`config.mk`:
```
export PLATFORM = sky130hd
export DESIGN_NAME = spi_slave
export DESIGN_NICKNAME = d
export VERILOG_FILES = /design/src/hw/tart_pkg.sv /design/src/hw/spi_slave.sv
export VERILOG_INCLUDE_DIRS = /design/src /design/src/include
export SDC_FILE = /design/constraint.sdc
export NUM_CORES = 1
export LEC_CHECK = 0
export BUFFER_PORTS_ARGS = -buffer_cell sky130_fd_sc_hd__buf_2
export CORE_MARGIN = 3
export CORE_UTILIZATION = 49
export CTS_CLUSTER_DIAMETER = 200
export DETAILED_ROUTE_END_ITERATION = 12
export MAX_ROUTING_LAYER = met4
export PLACE_DENSITY = 0.76
export SKIP_CTS_REPAIR_TIMING = 1
export SLEW_MARGIN = 20
export SYNTH_ARGS = -nofsm -noshare
export SYNTH_HDL_FRONTEND = slang
export SYNTH_SLANG_ARGS = --single-unit
```
`constraint.sdc`:
```
create_clock -name fpga_clk -period 2 [get_ports fpga_clk]
set_input_delay 0.3 -clock fpga_clk [delete_from_list [all_inputs] [get_ports fpga_clk]]
set_output_delay 0.3 -clock fpga_clk [all_outputs]
set_load 0.01 [all_outputs]
```
`src/include/tart_consts.svh`:
```
`ifndef TART_CONSTS_SVH
`define TART_CONSTS_SVH

// ----------------------------------------
// Capture path
// ----------------------------------------
`define TART_NUM_ANT          24   // Antenna bus and sample width
`define TART_SAMPLE_DIV       6    // fpga_clk cycles per receiver sample
`define TART_BUF_AW           9    // 512 sample block buffer
`define TART_DELAY_W          3    // Sample phase setting width
`define TART_TEST_PIN_HI      3    // Test pin high cycles per period
`define TART_SRST_DEPTH       3    // Soft reset delay flops

// ----------------------------------------
// SPI register map
// ----------------------------------------
`define TART_SPI_BITS         8    // Bits per SPI byte
`define TART_CMD_WR_BIT       7    // Write flag in command byte
`define TART_CTRL_START       0    // Start pulse, reads back 0
`define TART_CTRL_DEBUG       1    // Test counter select
`define TART_CTRL_SRST        7    // Soft reset pulse, reads back 0
`define TART_STATUS_MARK      7    // Always 1 in status byte
`define TART_STAT_DEBUG       4
`define TART_STAT_FULL        3
`define TART_BYTES_PER_SAMPLE 3    // REG_DATA bytes per sample

`endif

```
`src/hw/tart_pkg.sv`:
```
package tart_pkg;

   // ----------------------------------------
   // Capture scheduler
   // ----------------------------------------

   // Visible to host in status bits 2..0
   typedef enum logic [2:0]
   {
      ST_IDLE    = 3'd0,   // Waiting for start
      ST_CAPTURE = 3'd1,   // Filling buffer
      ST_FULL    = 3'd2,   // 512 samples held, nothing read yet
      ST_DRAIN   = 3'd3    // Host streaming samples out
   } acq_state_t;

   // ----------------------------------------
   // SPI register addresses
   // ----------------------------------------

   // Command byte bits 2..0
   typedef enum logic [2:0]
   {
      REG_STATUS  = 3'd0,  // RO
      REG_CONTROL = 3'd1,  // RW, start and soft reset self clear
      REG_DELAY   = 3'd2,  // RW, sample phase
      REG_DATA    = 3'd3   // RO, three bytes per sample
   } spi_reg_t;

endpackage

```
`src/hw/spi_slave.sv`:
```
`timescale 1ns/1ps
`include "tart_consts.svh"

module spi_slave
(
   input  logic                     fpga_clk,
   input  logic                     rst_n,
   input  logic                     spi_sck,
   input  logic                     spi_ssel,       // Active low
   input  logic                     spi_mosi,
   output logic                     spi_miso,
   input  tart_pkg::acq_state_t     acq_state,
   input  logic [`TART_NUM_ANT-1:0] rd_data,        // Current buffer sample
   output logic                     start_aq,
   output logic                     soft_reset,
   output logic                     debug_sel,
   output logic [`TART_DELAY_W-1:0] sample_delay,
   output logic                     sample_next
);
   import tart_pkg::*;

   localparam int         SMP_BYTES = `TART_BYTES_PER_SAMPLE;
   localparam logic [3:0] LAST_BIT  = 4'(`TART_SPI_BITS - 1);

   logic [2:0] sck_q;      // Two sync stages plus edge detect
   logic [1:0] ssel_q;
   logic [1:0] mosi_q;
   logic       sck_rise;
   logic       sck_fall;
   logic       frame_on;   // Select asserted
   logic [3:0] bit_cnt;
   logic [7:0] shift_in;
   logic [7:0] shift_out;
   logic [7:0] rx_byte;    // Byte including the bit on this edge
   logic [7:0] tx_byte;    // Next byte for MISO
   logic [7:0] status_byte;
   logic       first_byte; // Command byte pending
   logic       cmd_wr;
   spi_reg_t   cmd_addr;
   logic [1:0] data_idx;   // Byte within REG_DATA sample

   // ----------------------------------------
   // Input synchronizers
   // ----------------------------------------
   always_ff @(posedge fpga_clk or negedge rst_n)
   begin
      if (!rst_n)
      begin
         sck_q  <= '0;
         ssel_q <= '1;     // Deselected
         mosi_q <= '0;
      end
      else
      begin
         sck_q  <= {sck_q[1:0], spi_sck};
         ssel_q <= {ssel_q[0], spi_ssel};
         mosi_q <= {mosi_q[0], spi_mosi};
      end
   end

   assign sck_rise = sck_q[1] & ~sck_q[2];
   assign sck_fall = ~sck_q[1] & sck_q[2];
   assign frame_on = ~ssel_q[1];
   assign rx_byte  = {shift_in[6:0], mosi_q[1]};
   assign spi_miso = shift_out[7];   // MSB first

   // ----------------------------------------
   // Read data mux
   // ----------------------------------------
   always_comb
   begin
      status_byte                    = '0;
      status_byte[`TART_STATUS_MARK] = 1'b1;
      status_byte[`TART_STAT_DEBUG]  = debug_sel;
      status_byte[`TART_STAT_FULL]   = (acq_state == ST_FULL);
      status_byte[2:0]               = acq_state;
      tx_byte                        = '0;
      case (cmd_addr)
         REG_STATUS:  tx_byte = status_byte;
         REG_CONTROL: tx_byte[`TART_CTRL_DEBUG] = debug_sel;   // Pulse bits read 0
         REG_DELAY:   tx_byte = 8'(sample_delay);
         REG_DATA:    tx_byte = rd_data[8 * (SMP_BYTES - 1 - data_idx) +: 8];
         default:     tx_byte = '0;
      endcase
   end

   // ----------------------------------------
   // Frame, command decode and registers
   // ----------------------------------------
   always_ff @(posedge fpga_clk or negedge rst_n)
   begin
      if (!rst_n)
      begin
         bit_cnt      <= '0;
         shift_in     <= '0;
         shift_out    <= '0;
         first_byte   <= 1'b1;
         cmd_wr       <= 1'b0;
         cmd_addr     <= REG_STATUS;
         data_idx     <= '0;
         debug_sel    <= 1'b0;
         sample_delay <= '0;
         start_aq     <= 1'b0;
         soft_reset   <= 1'b0;
         sample_next  <= 1'b0;
      end
      else
      begin
         start_aq    <= 1'b0;   // Pulses last one cycle
         soft_reset  <= 1'b0;
         sample_next <= 1'b0;
         if (!frame_on)
         begin
            bit_cnt    <= '0;
            first_byte <= 1'b1;
            data_idx   <= '0;
            shift_out  <= '0;
         end
         else if (sck_rise)
         begin
            shift_in <= rx_byte;
            if (bit_cnt == LAST_BIT)
            begin
               bit_cnt <= '0;
               if (first_byte)
               begin
                  first_byte <= 1'b0;
                  cmd_wr     <= rx_byte[`TART_CMD_WR_BIT];
                  cmd_addr   <= spi_reg_t'(rx_byte[2:0]);
               end
               else if (cmd_wr)
               begin
                  if (cmd_addr == REG_CONTROL)
                  begin
                     // Soft reset write leaves debug alone
                     if (rx_byte[`TART_CTRL_SRST])
                        soft_reset <= 1'b1;
                     else
                     begin
                        debug_sel <= rx_byte[`TART_CTRL_DEBUG];
                        start_aq  <= rx_byte[`TART_CTRL_START];
                     end
                  end
                  else if (cmd_addr == REG_DELAY)
                     sample_delay <= rx_byte[`TART_DELAY_W-1:0];
               end
               else if (cmd_addr == REG_DATA)
               begin
                  if (data_idx == 2'(SMP_BYTES - 1))
                  begin
                     data_idx    <= '0;
                     sample_next <= 1'b1;   // Last byte of sample done
                  end
                  else
                     data_idx <= data_idx + 1'b1;
               end
            end
            else
               bit_cnt <= bit_cnt + 1'b1;
         end
         else if (sck_fall)
         begin
            // Byte boundary loads next byte, otherwise shift
            if (bit_cnt == '0)
               shift_out <= tx_byte;
            else
               shift_out <= {shift_out[6:0], 1'b0};
         end
      end
   end

   a_bit_cnt_range: assert property (@(posedge fpga_clk) disable iff (!rst_n)
      bit_cnt < 4'(`TART_SPI_BITS));

endmodule

```
==> impl_metrics.csv <==
group,metric,value,unit
placed_design,port_buffers,39,
cells_and_area,nNetsFinal,268,
cells_and_area,layoutNonFillerInstCount,279,
clock_tree,cts_root_buffer,"clkbuf_8",
detailed_routing,wl_per_cell,14.2,microns
power,p_leak,1.11,nW
sta,fin_skew,0.00626,ns
sta,period_minus_slack,1.66,ns
cells_and_area,n_antenna_cell,0,
clock_tree,cts.sinks,40,
logic_synthesis,ys.warnings.count,0,
logic_synthesis,ys_seq_area_share,49.3,%
clock_tree,clk_pin_slew_worst_paths,0.08,ns
critical_path,worst-r2r-cell-count,5,
floorplanning,fp.dieArea,4970,sq um
logic_synthesis,avgSynthCellArea,10.9,sq um
status,run_status,"complete, no violations",
sta,setup_violations,0,
critical_path,worstReg2RegStart,"bit_cnt[0]",
global_route,grt_pass1_wl,6840,microns
logic_synthesis,yosys_register_bits,40,
critical_path,required,2.18,ns
clock_tree,cts.path.max_buffers,2,
detailed_routing,drc,0,
global_route,antenna_found_initial,0,
logic_synthesis,synth_mux_area_share,14.7,%
detailed_routing,dr.pass1.iters,4,
placed_design,pre_cts_slack,0.344,ns
clock_tree,numCtsBuffers,5,
sta,drv_slew,0,
floorplanning,ios,40,
floorplanning,fp.dieW,70.5,microns
sta,fmax,603,MHz
critical_path,regToRegSetupSlack,0.34,ns
cells_and_area,n_fill_cell,315,
logic_synthesis,syn_inst,187,
floorplanning,start_util,53.2,%
worst_hold_path,whs_endpoint,"ssel_q[0]",
power,vdd_ir_drop_max,0.632,mV
sta,rsz0062_at_grt,"false",
critical_path,start_kind,"register",
floorplanning,std_cell_rows,22,
logic_synthesis,ys_types,42,
detailed_routing,drt_iter0_markers,106,
floorplanning,die_h,70.5,microns
cells_and_area,final_area,2410,sq um
detailed_routing,avgViaCountPerCell,5.39,
logic_synthesis,synth_nets,225,
critical_path,r2r_end,"sample_delay[0]",
placed_design,dpl-instance-area,2290,sq um
cells_and_area,multi_input_area,966,sq um
critical_path,crit_arrival,1.84,ns
global_route,grt_pass1_vias,1543,
sta,finalCritPeriodShare,83.0,%
placed_design,dp.cells,270,
cells_and_area,regArea,1000,sq um
global_route,grt_max_degree,26,
worst_hold_path,holdPathStages,1,
placed_design,gp_congestion,0.822,
critical_path,crit_fanout,6,
logic_synthesis,synth-xor-area-share,0.430,%
global_route,overflow,0,
logic_synthesis,synth_top_family_by_area,"simple AND/OR/NAND/NOR gates",
cells_and_area,layout_commonest_cell,"buf_2",
power,fin_total_pwr,0.00176,W
global_route,grtUsageTotal,17.5,%
cells_and_area,final_cell_mix,"39 x buf_2, 37 x dfrtp_1, 13 x mux2i_1",
placed_design,hpwl,2960,microns
clock_tree,cts_tree,"built",
logic_synthesis,synthTopCellsByArea,"dfrtp_1 45%, mux2i_1 6.4%, mux2_1 4.4%",
logic_synthesis,synth-simple-area-share,17.4,%
cells_and_area,flow.area_growth_from_synthesis,18.4,%
power,pwr_density_cell,732,nW/um^2
clock_tree,clock_latency,0.29,ns
logic_synthesis,async_flop_share,100,%
logic_synthesis,yosys_most_used_dff,"dfrtp_1",
logic_synthesis,synth_top_cell_area_share,45.5,%
sta,finalHoldViolations,0,
sta,tightestPinTransition,0.647,ns
detailed_routing,vias,1505,
logic_synthesis,synth_fa_ha_area_share,3.69,%
worst_hold_path,timing.hold.worst.class,"input port to register",
floorplanning,core_area,3830,sq um
logic_synthesis,synth_edf_count,0,
worst_hold_path,worstHoldStart,"spi_ssel",
logic_synthesis,synth_compound_area_share,11.2,%
clock_tree,htreeDepth,2,
run,drv_cap,0,
cells_and_area,layout-drive-gt1-share,29.9,%
sta,max_slew_margin,56.9,%
detailed_routing,wirelength,3970,microns
detailed_routing,ant_nets,0,
critical_path,cp-end-kind,"register",
sta,setup_ws,0.341,ns
logic_synthesis,synth_area_leader_cell,"dfrtp_1",
critical_path,critPathKind,"register to register",
sta,tns,0,ns
logic_synthesis,synth_area,2040,sq um
[where the power goes]
group	internal [W]	switching, W
Sequential	0.000882	0.0000514
Clock	0.000376	0.000288
Combinational	0.0000962	0.0000714
Total	0.00135	0.000411
[critical path, stage by stage (launching register included)]
cell,delay (ns)
dfrtp_1,0.40
ha_1,0.20
nand2b_1,0.14
nor3_4,0.21
and3_1,0.26
mux2_1,0.34
[worst max-delay path by stage]
stage / startpoint / to / slack [ns] / cells past startpoint
floorplan: data_idx[0] / shift_out[6] / 0.02 / 10
global placement: bit_cnt[0] / sample_delay[2] / 0.39 / 5
detailed placement: bit_cnt[0] / debug_sel / 0.34 / 5
CTS: bit_cnt[0] / sample_delay[0] / 0.33 / 5
global route: data_idx[1] / shift_out[1] / 0.21 / 7
finish: bit_cnt[0] / sample_delay[0] / 0.34 / 5
[state kept, by name, indices dropped and copies added, names as in the netlist]
name / flops
shift_out: 8
shift_in: 7
bit_cnt: 4
cmd_addr: 3
sample_delay: 3
sck_q: 3
data_idx: 2
mosi_q: 2
ssel_q: 2
cmd_wr: 1
debug_sel: 1
first_byte: 1
sample_next: 1
soft_reset: 1
start_aq: 1
[routing by layer]
| layer | global-route usage (%) | part of all wire (%) |
|---|---|---|
| met4 | 4.68 | 0.30 |
| met5 | - | 0 |
| met3 | 5.32 | 6.4 |
| met1 | 21.8 | 45 |
| met2 | 27.9 | 48 |
[layout make-up]
type	count	share of cell area (%)
well taps	48	2.49
repair buffers	45	10.1
clock buffers	5	2.85
inverters	6	0.934
clock inverters	3	1.92
multi-input cells	132	40.1
flip-flops and latches	40	41.7
[cell usage after synthesis, types with 4 or more instances]
master   instances
mux2i_1         13
mux2_2           7
nor2_1          11
inv_1            6
a21oi_1         10
buf_2            8
ha_1             6
mux2_1           8
nand3_1          8
o21ai_1          4
dfrtp_1         37
nand2_1         12
o21ai_0         12
[through the flow]
stage	util, %	hold WS [ns]
floorplan	-	0.00441
global placement	59.7	0.305
detailed placement	59.7	0.304
CTS	62.8	-0.0175
global route	63.0	0.0960
finish	63.0	0.107
[kinds of logic (layout without fill, tap and decap cells)]
family          count (synthesis)  after routing
fa+ha+maj                       6              6
buf+inv                        15             59
xor+xnor                        1              1
simple gates                   58             58
compound gates                 39             39
flops                          40             40
mux                            28             28
Power figures use the tool's default switching activity.
