**src/include/tart_consts.svh**
```systemverilog
`ifndef TART_CONSTS_SVH
`define TART_CONSTS_SVH

// ----------------------------------------
// Capture path
// ----------------------------------------
`define TART_NUM_ANT          24   // Antenna bus and sample width
`define TART_SAMPLE_DIV       6    // fpga_clk cycles per receiver sample
`define TART_BUF_AW           9    // 512 sample block buffer
`define TART_DELAY_W          3    // Sample phase setting width
`define TART_TEST_PIN_HI      3    // Test pin high cycles per period
`define TART_SRST_DEPTH       3    // Soft reset delay flops

// ----------------------------------------
// SPI register map
// ----------------------------------------
`define TART_SPI_BITS         8    // Bits per SPI byte
`define TART_CMD_WR_BIT       7    // Write flag in command byte
`define TART_CTRL_START       0    // Start pulse, reads back 0
`define TART_CTRL_DEBUG       1    // Test counter select
`define TART_CTRL_SRST        7    // Soft reset pulse, reads back 0
`define TART_STATUS_MARK      7    // Always 1 in status byte
`define TART_STAT_DEBUG       4
`define TART_STAT_FULL        3
`define TART_BYTES_PER_SAMPLE 3    // REG_DATA bytes per sample

`endif

```
**src/hw/antenna_capture.sv**
```systemverilog
`timescale 1ns/1ps
`include "tart_consts.svh"

module antenna_capture
(
   input  logic                     fpga_clk,
   input  logic                     rst_n,
   input  logic [`TART_NUM_ANT-1:0] antenna,          // Raw antenna pins
   input  logic                     debug_sel,        // 1 picks test counter
   input  logic [`TART_DELAY_W-1:0] sample_delay,     // Strobe phase 0..5
   output logic                     sample_stb,       // One cycle per period
   output logic [`TART_NUM_ANT-1:0] sample_word,
   output logic                     rx_clk_test_pin   // Scope view of receiver clock
);

   localparam int PW = `TART_DELAY_W;
   localparam logic [PW-1:0] PHASE_MAX = PW'(`TART_SAMPLE_DIV - 1);

   logic [PW-1:0]            phase;      // Free running 0..5
   logic [PW-1:0]            eff_delay;  // Clamped delay
   logic [PW-1:0]            gap_cnt;    // Cycles since last strobe, saturating
   logic [1:0]               hi_cnt;     // Remaining test pin high cycles
   logic [`TART_NUM_ANT-1:0] ant_q;      // Input register
   logic [`TART_NUM_ANT-1:0] test_cnt;   // Fake telescope data

   // ----------------------------------------
   // Receiver period and strobe
   // ----------------------------------------
   assign eff_delay  = (sample_delay > PHASE_MAX) ? PHASE_MAX : sample_delay;  // 6, 7 act as 5
   // Gap guard drops a strobe that a delay change would bring too close
   assign sample_stb = (phase == eff_delay) && (gap_cnt == PHASE_MAX);

   always_ff @(posedge fpga_clk or negedge rst_n)
   begin
      if (!rst_n)
      begin
         phase   <= '0;
         gap_cnt <= PHASE_MAX;   // First strobe allowed at once
         hi_cnt  <= '0;
      end
      else
      begin
         phase <= (phase == PHASE_MAX) ? '0 : phase + 1'b1;
         if (sample_stb)
            gap_cnt <= '0;
         else if (gap_cnt != PHASE_MAX)
            gap_cnt <= gap_cnt + 1'b1;
         // Two more high cycles after the strobe cycle
         if (sample_stb)
            hi_cnt <= 2'(`TART_TEST_PIN_HI - 1);
         else if (hi_cnt != '0)
            hi_cnt <= hi_cnt - 1'b1;
      end
   end

   assign rx_clk_test_pin = sample_stb | (hi_cnt != '0);

   // ----------------------------------------
   // Data sources
   // ----------------------------------------
   always_ff @(posedge fpga_clk)
   begin
      ant_q <= antenna;   // One cycle lag from pins
   end

   always_ff @(posedge fpga_clk or negedge rst_n)
   begin
      if (!rst_n)
         test_cnt <= '0;
      else if (sample_stb)
         test_cnt <= test_cnt + 1'b1;   // One step per sample
   end

   assign sample_word = debug_sel ? test_cnt : ant_q;

   // Strobes at least a full receiver period apart
   a_stb_spacing: assert property (@(posedge fpga_clk) disable iff (!rst_n)
      sample_stb |=> !sample_stb [*(`TART_SAMPLE_DIV - 1)]);

endmodule

```
**config.mk**
```make
export PLATFORM = sky130hd
export DESIGN_NAME = antenna_capture
export DESIGN_NICKNAME = d
export VERILOG_FILES = /design/src/hw/antenna_capture.sv
export VERILOG_INCLUDE_DIRS = /design/src /design/src/include
export SDC_FILE = /design/constraint.sdc
export NUM_CORES = 1
export LEC_CHECK = 0
export ABC_AREA = 1
export BUFFER_PORTS_ARGS = -buffer_cell sky130_fd_sc_hd__buf_2
export CORE_ASPECT_RATIO = 1.4
export CORE_UTILIZATION = 30
export DETAILED_ROUTE_END_ITERATION = 6
export SETUP_SLACK_MARGIN = 0.3
export SLEW_MARGIN = 20
export SYNTH_ARGS = -nofsm -noshare
export SYNTH_HDL_FRONTEND = slang
export SYNTH_SLANG_ARGS = --single-unit
```
**constraint.sdc**
```tcl
create_clock -name fpga_clk -period 1.94 [get_ports fpga_clk]
set_input_delay 0.291 -clock fpga_clk [delete_from_list [all_inputs] [get_ports fpga_clk]]
set_output_delay 0.291 -clock fpga_clk [all_outputs]
set_load 0.01 [all_outputs]
```
==> results of run 1 <==
-- registers in the layout (all words and copies together), names as in the netlist --
name	count
test_cnt	24
phase	3
hi_cnt	2
gap_cnt	3
ant_q	24
-- report_power, final --
| part | leakage (nW) | switching [mW] | internal [mW] | total (mW) |
|---|---|---|---|---|
| Combinational | 0.886 | 0.579 | 0.426 | 1.00 |
| Sequential | 0.612 | 0.161 | 1.36 | 1.52 |
| Clock | 0.0679 | 0.384 | 0.478 | 0.862 |
-- per-stage QoR --
step	worst slack (ns)	cells	hold slack [ns]	area (sq um)
after global placement	0.378	510	0.393	3100
final	0.227	523	0.0590	3350
after global routing	0.166	523	0.0818	3350
after detailed placement	0.339	510	0.395	3100
after floorplan	0.313	353	-0.00459	2700
after CTS	0.218	522	0.0876	3300
-- how the worst max path moves through the flow --
stage	to	slack (ns)	depth (start not counted)	start
after CTS	rx_clk_test_pin	0.22	6	gap_cnt[0]
after global placement	sample_word[18]	0.38	5	debug_sel
final	rx_clk_test_pin	0.23	6	gap_cnt[0]
after floorplan	rx_clk_test_pin	0.31	6	gap_cnt[0]
after global routing	rx_clk_test_pin	0.17	6	gap_cnt[0]
after detailed placement	sample_word[22]	0.34	5	debug_sel
-- routing by layer --
| layer | vias to the layer above | GRT usage [%] | share of wire (%) |
|---|---|---|---|
| met3 | 8 | 2.79 | 3.2 |
| met5 | - | 0 | 0 |
| met1 | 1072 | 15.3 | 40 |
| met4 | 0 | 5.03 | 1.6 |
| met2 | 46 | 27.4 | 56 |
| li1 | 1231 | - | - |
-- layout make-up --
type / count / area, sq um / area share [%]
inverter: 41 / 164 / 4.89
tap: 105 / 131 / 3.92
sequential: 56 / 1280 / 38.3
clock inverter: 1 / 5.00 / 0.149
timing repair buffer: 66 / 384 / 11.5
multi-input combinational: 247 / 1250 / 37.3
clock buffer: 7 / 133 / 3.96
-- cell families (layout without fill, tap and decap cells) --
kind of cell | Yosys count | in the layout | synth area share, %
AND/OR/NAND/NOR | 186 | 186 | 30.1
flip-flops | 56 | 56 | 47.5
buffers and inverters | 50 | 115 | 7.96
AO/OA/AOI/OAI | 44 | 44 | 8.19
XOR/XNOR | 11 | 11 | 3.56
adder cells (fa/ha/maj) | 4 | 4 | 1.85
multiplexers | 2 | 2 | 0.833
-- synth_stat cells --
cell type	number
inv_1	38
nand3b_1	2
o22ai_1	1
buf_2	2
nand3_2	2
dfrtp_1	30
nor2_4	4
a21oi_1	23
nor2_1	52
mux2_2	2
xnor2_1	1
xor2_1	10
nor2_2	3
inv_2	2
nand2_1	92
dfstp_2	2
dfxtp_1	24
buf_1	4
buf_6	3
ha_1	4
nand2_2	5
inv_4	1
nand3_1	23
nand3_4	1
nand4_1	1
nor3_1	1
o21ai_1	8
o21ai_0	12
-- timing repair --
action | in CTS | in global routing
buffers inserted | 4 | 1
gates resized for setup | 9 | 14
pin swaps | 4 | 3
gates cloned | 0 | 0
setup endpoints to repair | 2 | 17
==> qor.txt, run 1 <==
largest net degree at the start of global routing: 33
ANT cells: 0
cts hold-fix bufs: 0
Initial Util: 31.2%
Worst-path clk slew: 0.07 ns
fin. max-slew vios: 0
Longest Clk Path Bufs: 2
Arr. time, crit path: 1.42 ns
die area: 9400 sq um
register bit total from synthesis: 56
cell area power density: 1010 nW/um^2
worst r2r path cells: 8
R2R Path End: test_cnt[14]
most frequent cells in the layout: nand2_1 (90), buf_2 (52), nor2_1 (50)
Yosys top cell area share: 27.8%
CP cell instances: ha_4 > nand2_4 > inv_4 > nand3_4 > nand2_4 > buf_6
max_cap viols: 0
Initial DRC Count: 110
Area Overhead vs Synth: 24.0%
Period minus WS final: 1.71 ns
Sink Count: 56
setup TNS: 0 ns
peak supply drop: 0.000557 V
Syn Inst Count: 353
vias in the first global route: 2,218
drc violations: 0
vias: 2,357
Setup Skew: 0.00571 ns
critical path required time: 1.65 ns
IO Port Bufs: 55
Mean Syn Cell Area: 7.66 sq um
Die H: 114 microns
Overall Global Routing Usage: 14.5%
Core Region: 8660 sq um
Clock Latency Late Sink: 0.29 ns
initial antenna violation count: 0
Final Hold Fails: 0
final setup fails: 0
R2R Path Start: gap_cnt[0]
most frequent CP cell: nand2_4
first-pass GRT wire length: 10.1 mm
critical path's top delay family: flip-flops
Clock Tree Root: clkbuf_16
total power: 3.38 mW
area of the mapped netlist: 2700 sq um
crit path capture type: primary output
htree depth: 2
worst-path maximum fanout: 3
Startpoint Class: flip-flop
post-DR vias/cell: 4.51
CP max stage delay: 0.56 ns
worst slew pin tran: 0.751 ns
reg-to-reg setup timing slack: 0.36 ns
Mapped Nets: 387
most common cell after layout, fill and taps aside: nand2_1
Final ANT Viol Nets: 0
Lkg Pwr: 1.57 nW
GRT overflow: 0
CP Class: flip-flop to primary output
Synth area leader: dfrtp_1
# IOs: 56
CTS tree: done
final core area utilization: 38.7%
hold crit path type: input port to asynchronous set/reset pin
main area contributors after synthesis: dfrtp_1 (28%), dfxtp_1 (18%), nand2_1 (13%), nor2_1 (7.2%), inv_1 (5.3%)
dpl hpwl: 4.81 mm
sequential fraction of the synthesis area: 47.5%
die width: 82.2 microns
routability cong.: 0.896
RSZ-0062 raised after global routing: yes
Synth cell types: 28
First-pass DRT Iterations: 4
Layout Nets: 451
routed wire length: 6.19 mm
Max-slew headroom: 49.9%
WP buf/inv: 2
fill cell count: 931
FMAX: 584 MHz
Routed WL per cell: 11.8 microns
fraction of layout cells with a size suffix above 1: 24.9%
CTS Buf Count: 5
FP Rows: 40
CP max-delay cell: dfstp_2
status: complete, no violations
Yosys warning total: 0
period utilisation layout: 88.3%
Note: power is estimated with default switching activity, not from simulation.
==> inputs of run 2 (changes only) <==
- GPL_ROUTABILITY_DRIVEN: default -> 0
- clock period: 1.94 -> 1.6 ns (I/O delays scaled with it)
==> run 2 against run 1 <==
  * The run now ends with negative setup slack left
  * Core utilization rose by 5.2 points
  * Clock skew rose by 0.00095 ns
  * Count of clock-buffer cells in the layout fell by 1
  * Wire length rose by 11%
  * Critical path type unchanged
  * Critical endpoint unchanged
  * Largest cell class is now multi-input combinational cells
  * Highest routed layer unchanged
==> qor.txt, run 2 (synthesis gave the netlist of run 1 again) <==
CP cell instances: ha_4 > nand2_4 > inv_4 > nand3_4 > nand2_4 > buf_6
Routed WL per cell: 12.6 microns (+6.3%)
CP max stage delay: 0.56 ns (about the same)
uppermost layer routed: met4
Hold WS: 0.0395 ns (-0.0196 ns)
placed inst area: 3180 sq um (+2.8%)
dpl hpwl: 4.76 mm (-0.94%)
Longest Clk Path Bufs: 2 (unchanged)
CP Class: flip-flop to primary output
wire length on met1: 2.55 mm (+4.4%)
Clock Tree Root: clkbuf_16
Finished Layout Cells: 547 (+4.6%)
Worst Setup Slack, final: -0.0448 ns (-0.272 ns)
Area Overhead vs Synth: 40.8%
met2 WL: 3.85 mm (+12%)
FP Rows: 40 (unchanged)
WP buf/inv: 2 (unchanged)
cell area power density: 1180 nW/um^2 (+17%)
die area: 9400 sq um (unchanged)
CTS tree: done
# IOs: 56 (unchanged)
post-route cell area: 3810 sq um (+14%)
IO Port Bufs: 55 (unchanged)
drc violations: 0 (unchanged)
Layout Nets: 475 (+5.3%)
failing checks: negative setup slack
Setup crit start: gap_cnt[0]
GRT overflow: 0 (unchanged)
final setup fails: 2 (+2)
setup TNS: -0.0755 ns (-0.0755 ns)
Core Region: 8660 sq um (unchanged)
period utilisation layout: 103%
post-DR vias/cell: 4.66 (+3.4%)
crit path capture type: primary output
hold crit path type: input port to flip-flop
Initial Util: 31.2% (unchanged)
Final Hold Fails: 0 (unchanged)
max_cap viols: 0 (unchanged)
Overall Global Routing Usage: 15.2% (+0.74 points)
Top Registers: ant_q: 24 flops, test_cnt: 24 flops
Startpoint Class: flip-flop
Max-slew headroom: 72.1% (+22 points)
fraction of layout cells with a size suffix above 1: 44.1% (+19 points)
worst hold start: antenna[9]
largest net degree at the start of global routing: 33 (unchanged)
Arr. time, crit path: 1.40 ns (-0.02 ns)
peak supply drop: 0.000695 V (+25%)
FMAX: 608 MHz
dpl cells: 514 (+0.78%)
worst slew pin tran: 0.418 ns (-0.333 ns)
initial antenna violation count: 0 (unchanged)
Initial DRC Count: 73 (-34%)
Setup Skew: 0.00666 ns (+0.000954 ns)
most common cell after layout, fill and taps aside: nand2_1
htree depth: 2 (unchanged)
critical path's top delay family: flip-flops
Clock Latency Late Sink: 0.29 ns (about the same)
RSZ-0062 raised after global routing: yes
most frequent CP cell: nand2_4
Period minus WS final: 1.64 ns
status: finished with violations
Place WS: 0.107 ns (-0.232 ns)
first-pass GRT wire length: 10.9 mm (+7.9%)
vias in the first global route: 2,482 (+12%)
vias: 2,550 (+8.2%)
worst-path maximum fanout: 3 (unchanged)
Die H: 114 microns (unchanged)
Worst-path clk slew: 0.07 ns (about the same)
R2R Path Start: gap_cnt[0]
Met3 Wirelength: 210 microns (+7.1%)
Lkg Pwr: 1.76 nW (+13%)
ANT cells: 0 (unchanged)
Final ANT Viol Nets: 0 (unchanged)
CTS Buf Count: 5 (unchanged)
CP max-delay cell: dfstp_2
critical path required time: 1.36 ns (-0.29 ns)
Sink Count: 56 (unchanged)
routed wire length: 6.88 mm (+11%)
First-pass DRT Iterations: 5 (+1)
die width: 82.2 microns (unchanged)
fin. max-slew vios: 0 (unchanged)
most frequent cells in the layout: nand2_1 (75), buf_2 (50), nor2_1 (47)
run 2: worst register-to-register path: cells and delay by family, from the launching register on:
| family | cells | cell delay, ns |
|---|---|---|
| buffers and inverters | 3 | 0.39 |
| adder cells (fa/ha/maj) | 1 | 0.14 |
| AND/OR/NAND/NOR | 3 | 0.23 |
| AO/OA/AOI/OAI | 1 | 0.12 |
| flip-flops | 1 | 0.56 |
run 2: power by group:
part / internal, mW / switching, mW / total [mW]
logic: 0.695 / 0.854 / 1.55
registers: 1.65 / 0.220 / 1.87
clock network: 0.579 / 0.494 / 1.07
total: 2.92 / 1.57 / 4.49
run 2: metrics by stage:
| stage | utilization, % | total power, mW |
|---|---|---|
| after floorplan | - | 2.67 |
| after global placement | 36.8 | 3.02 |
| after detailed placement | 36.8 | 3.07 |
| after CTS | 41.8 | 4.36 |
| after global routing | 44.0 | 4.76 |
| final | 44.0 | 4.49 |
run 2: metal layers:
metal,global-route usage [%],up-vias
met4,9.24,0
li1,-,1274
met5,0,-
met1,15.5,1189
met3,2.31,21
met2,28.1,66
run 2: what timing repair did:
item	CTS	global route
gates cloned	0	1
setup endpoints to repair	40	52
hold buffers	1	0
gates resized for setup	46	47
hold endpoints to repair	30	0
pin swaps	11	7
buffers inserted	16	7
run 2: area by class of cell:
class / count / area, sq um
clock inverter: 2 / 12.5
timing repair buffer: 90 / 649
tap: 105 / 131
inverter: 41 / 166
multi-input combinational: 247 / 1430
clock buffer: 6 / 129
fill: 879 / 4850
sequential: 56 / 1290
run 2: path summary, 6_finish.rpt:
check                             endpoint  slack [ns]  cells after the start
max reg2reg                   test_cnt[23]        0.05                      8
max in group asynchronous       gap_cnt[0]        0.76                      3
min                               ant_q[9]        0.04                      1
min reg2reg                   test_cnt[23]        0.50                      2
max                        rx_clk_test_pin       -0.04                      6
min in group asynchronous      test_cnt[4]        0.51                      3
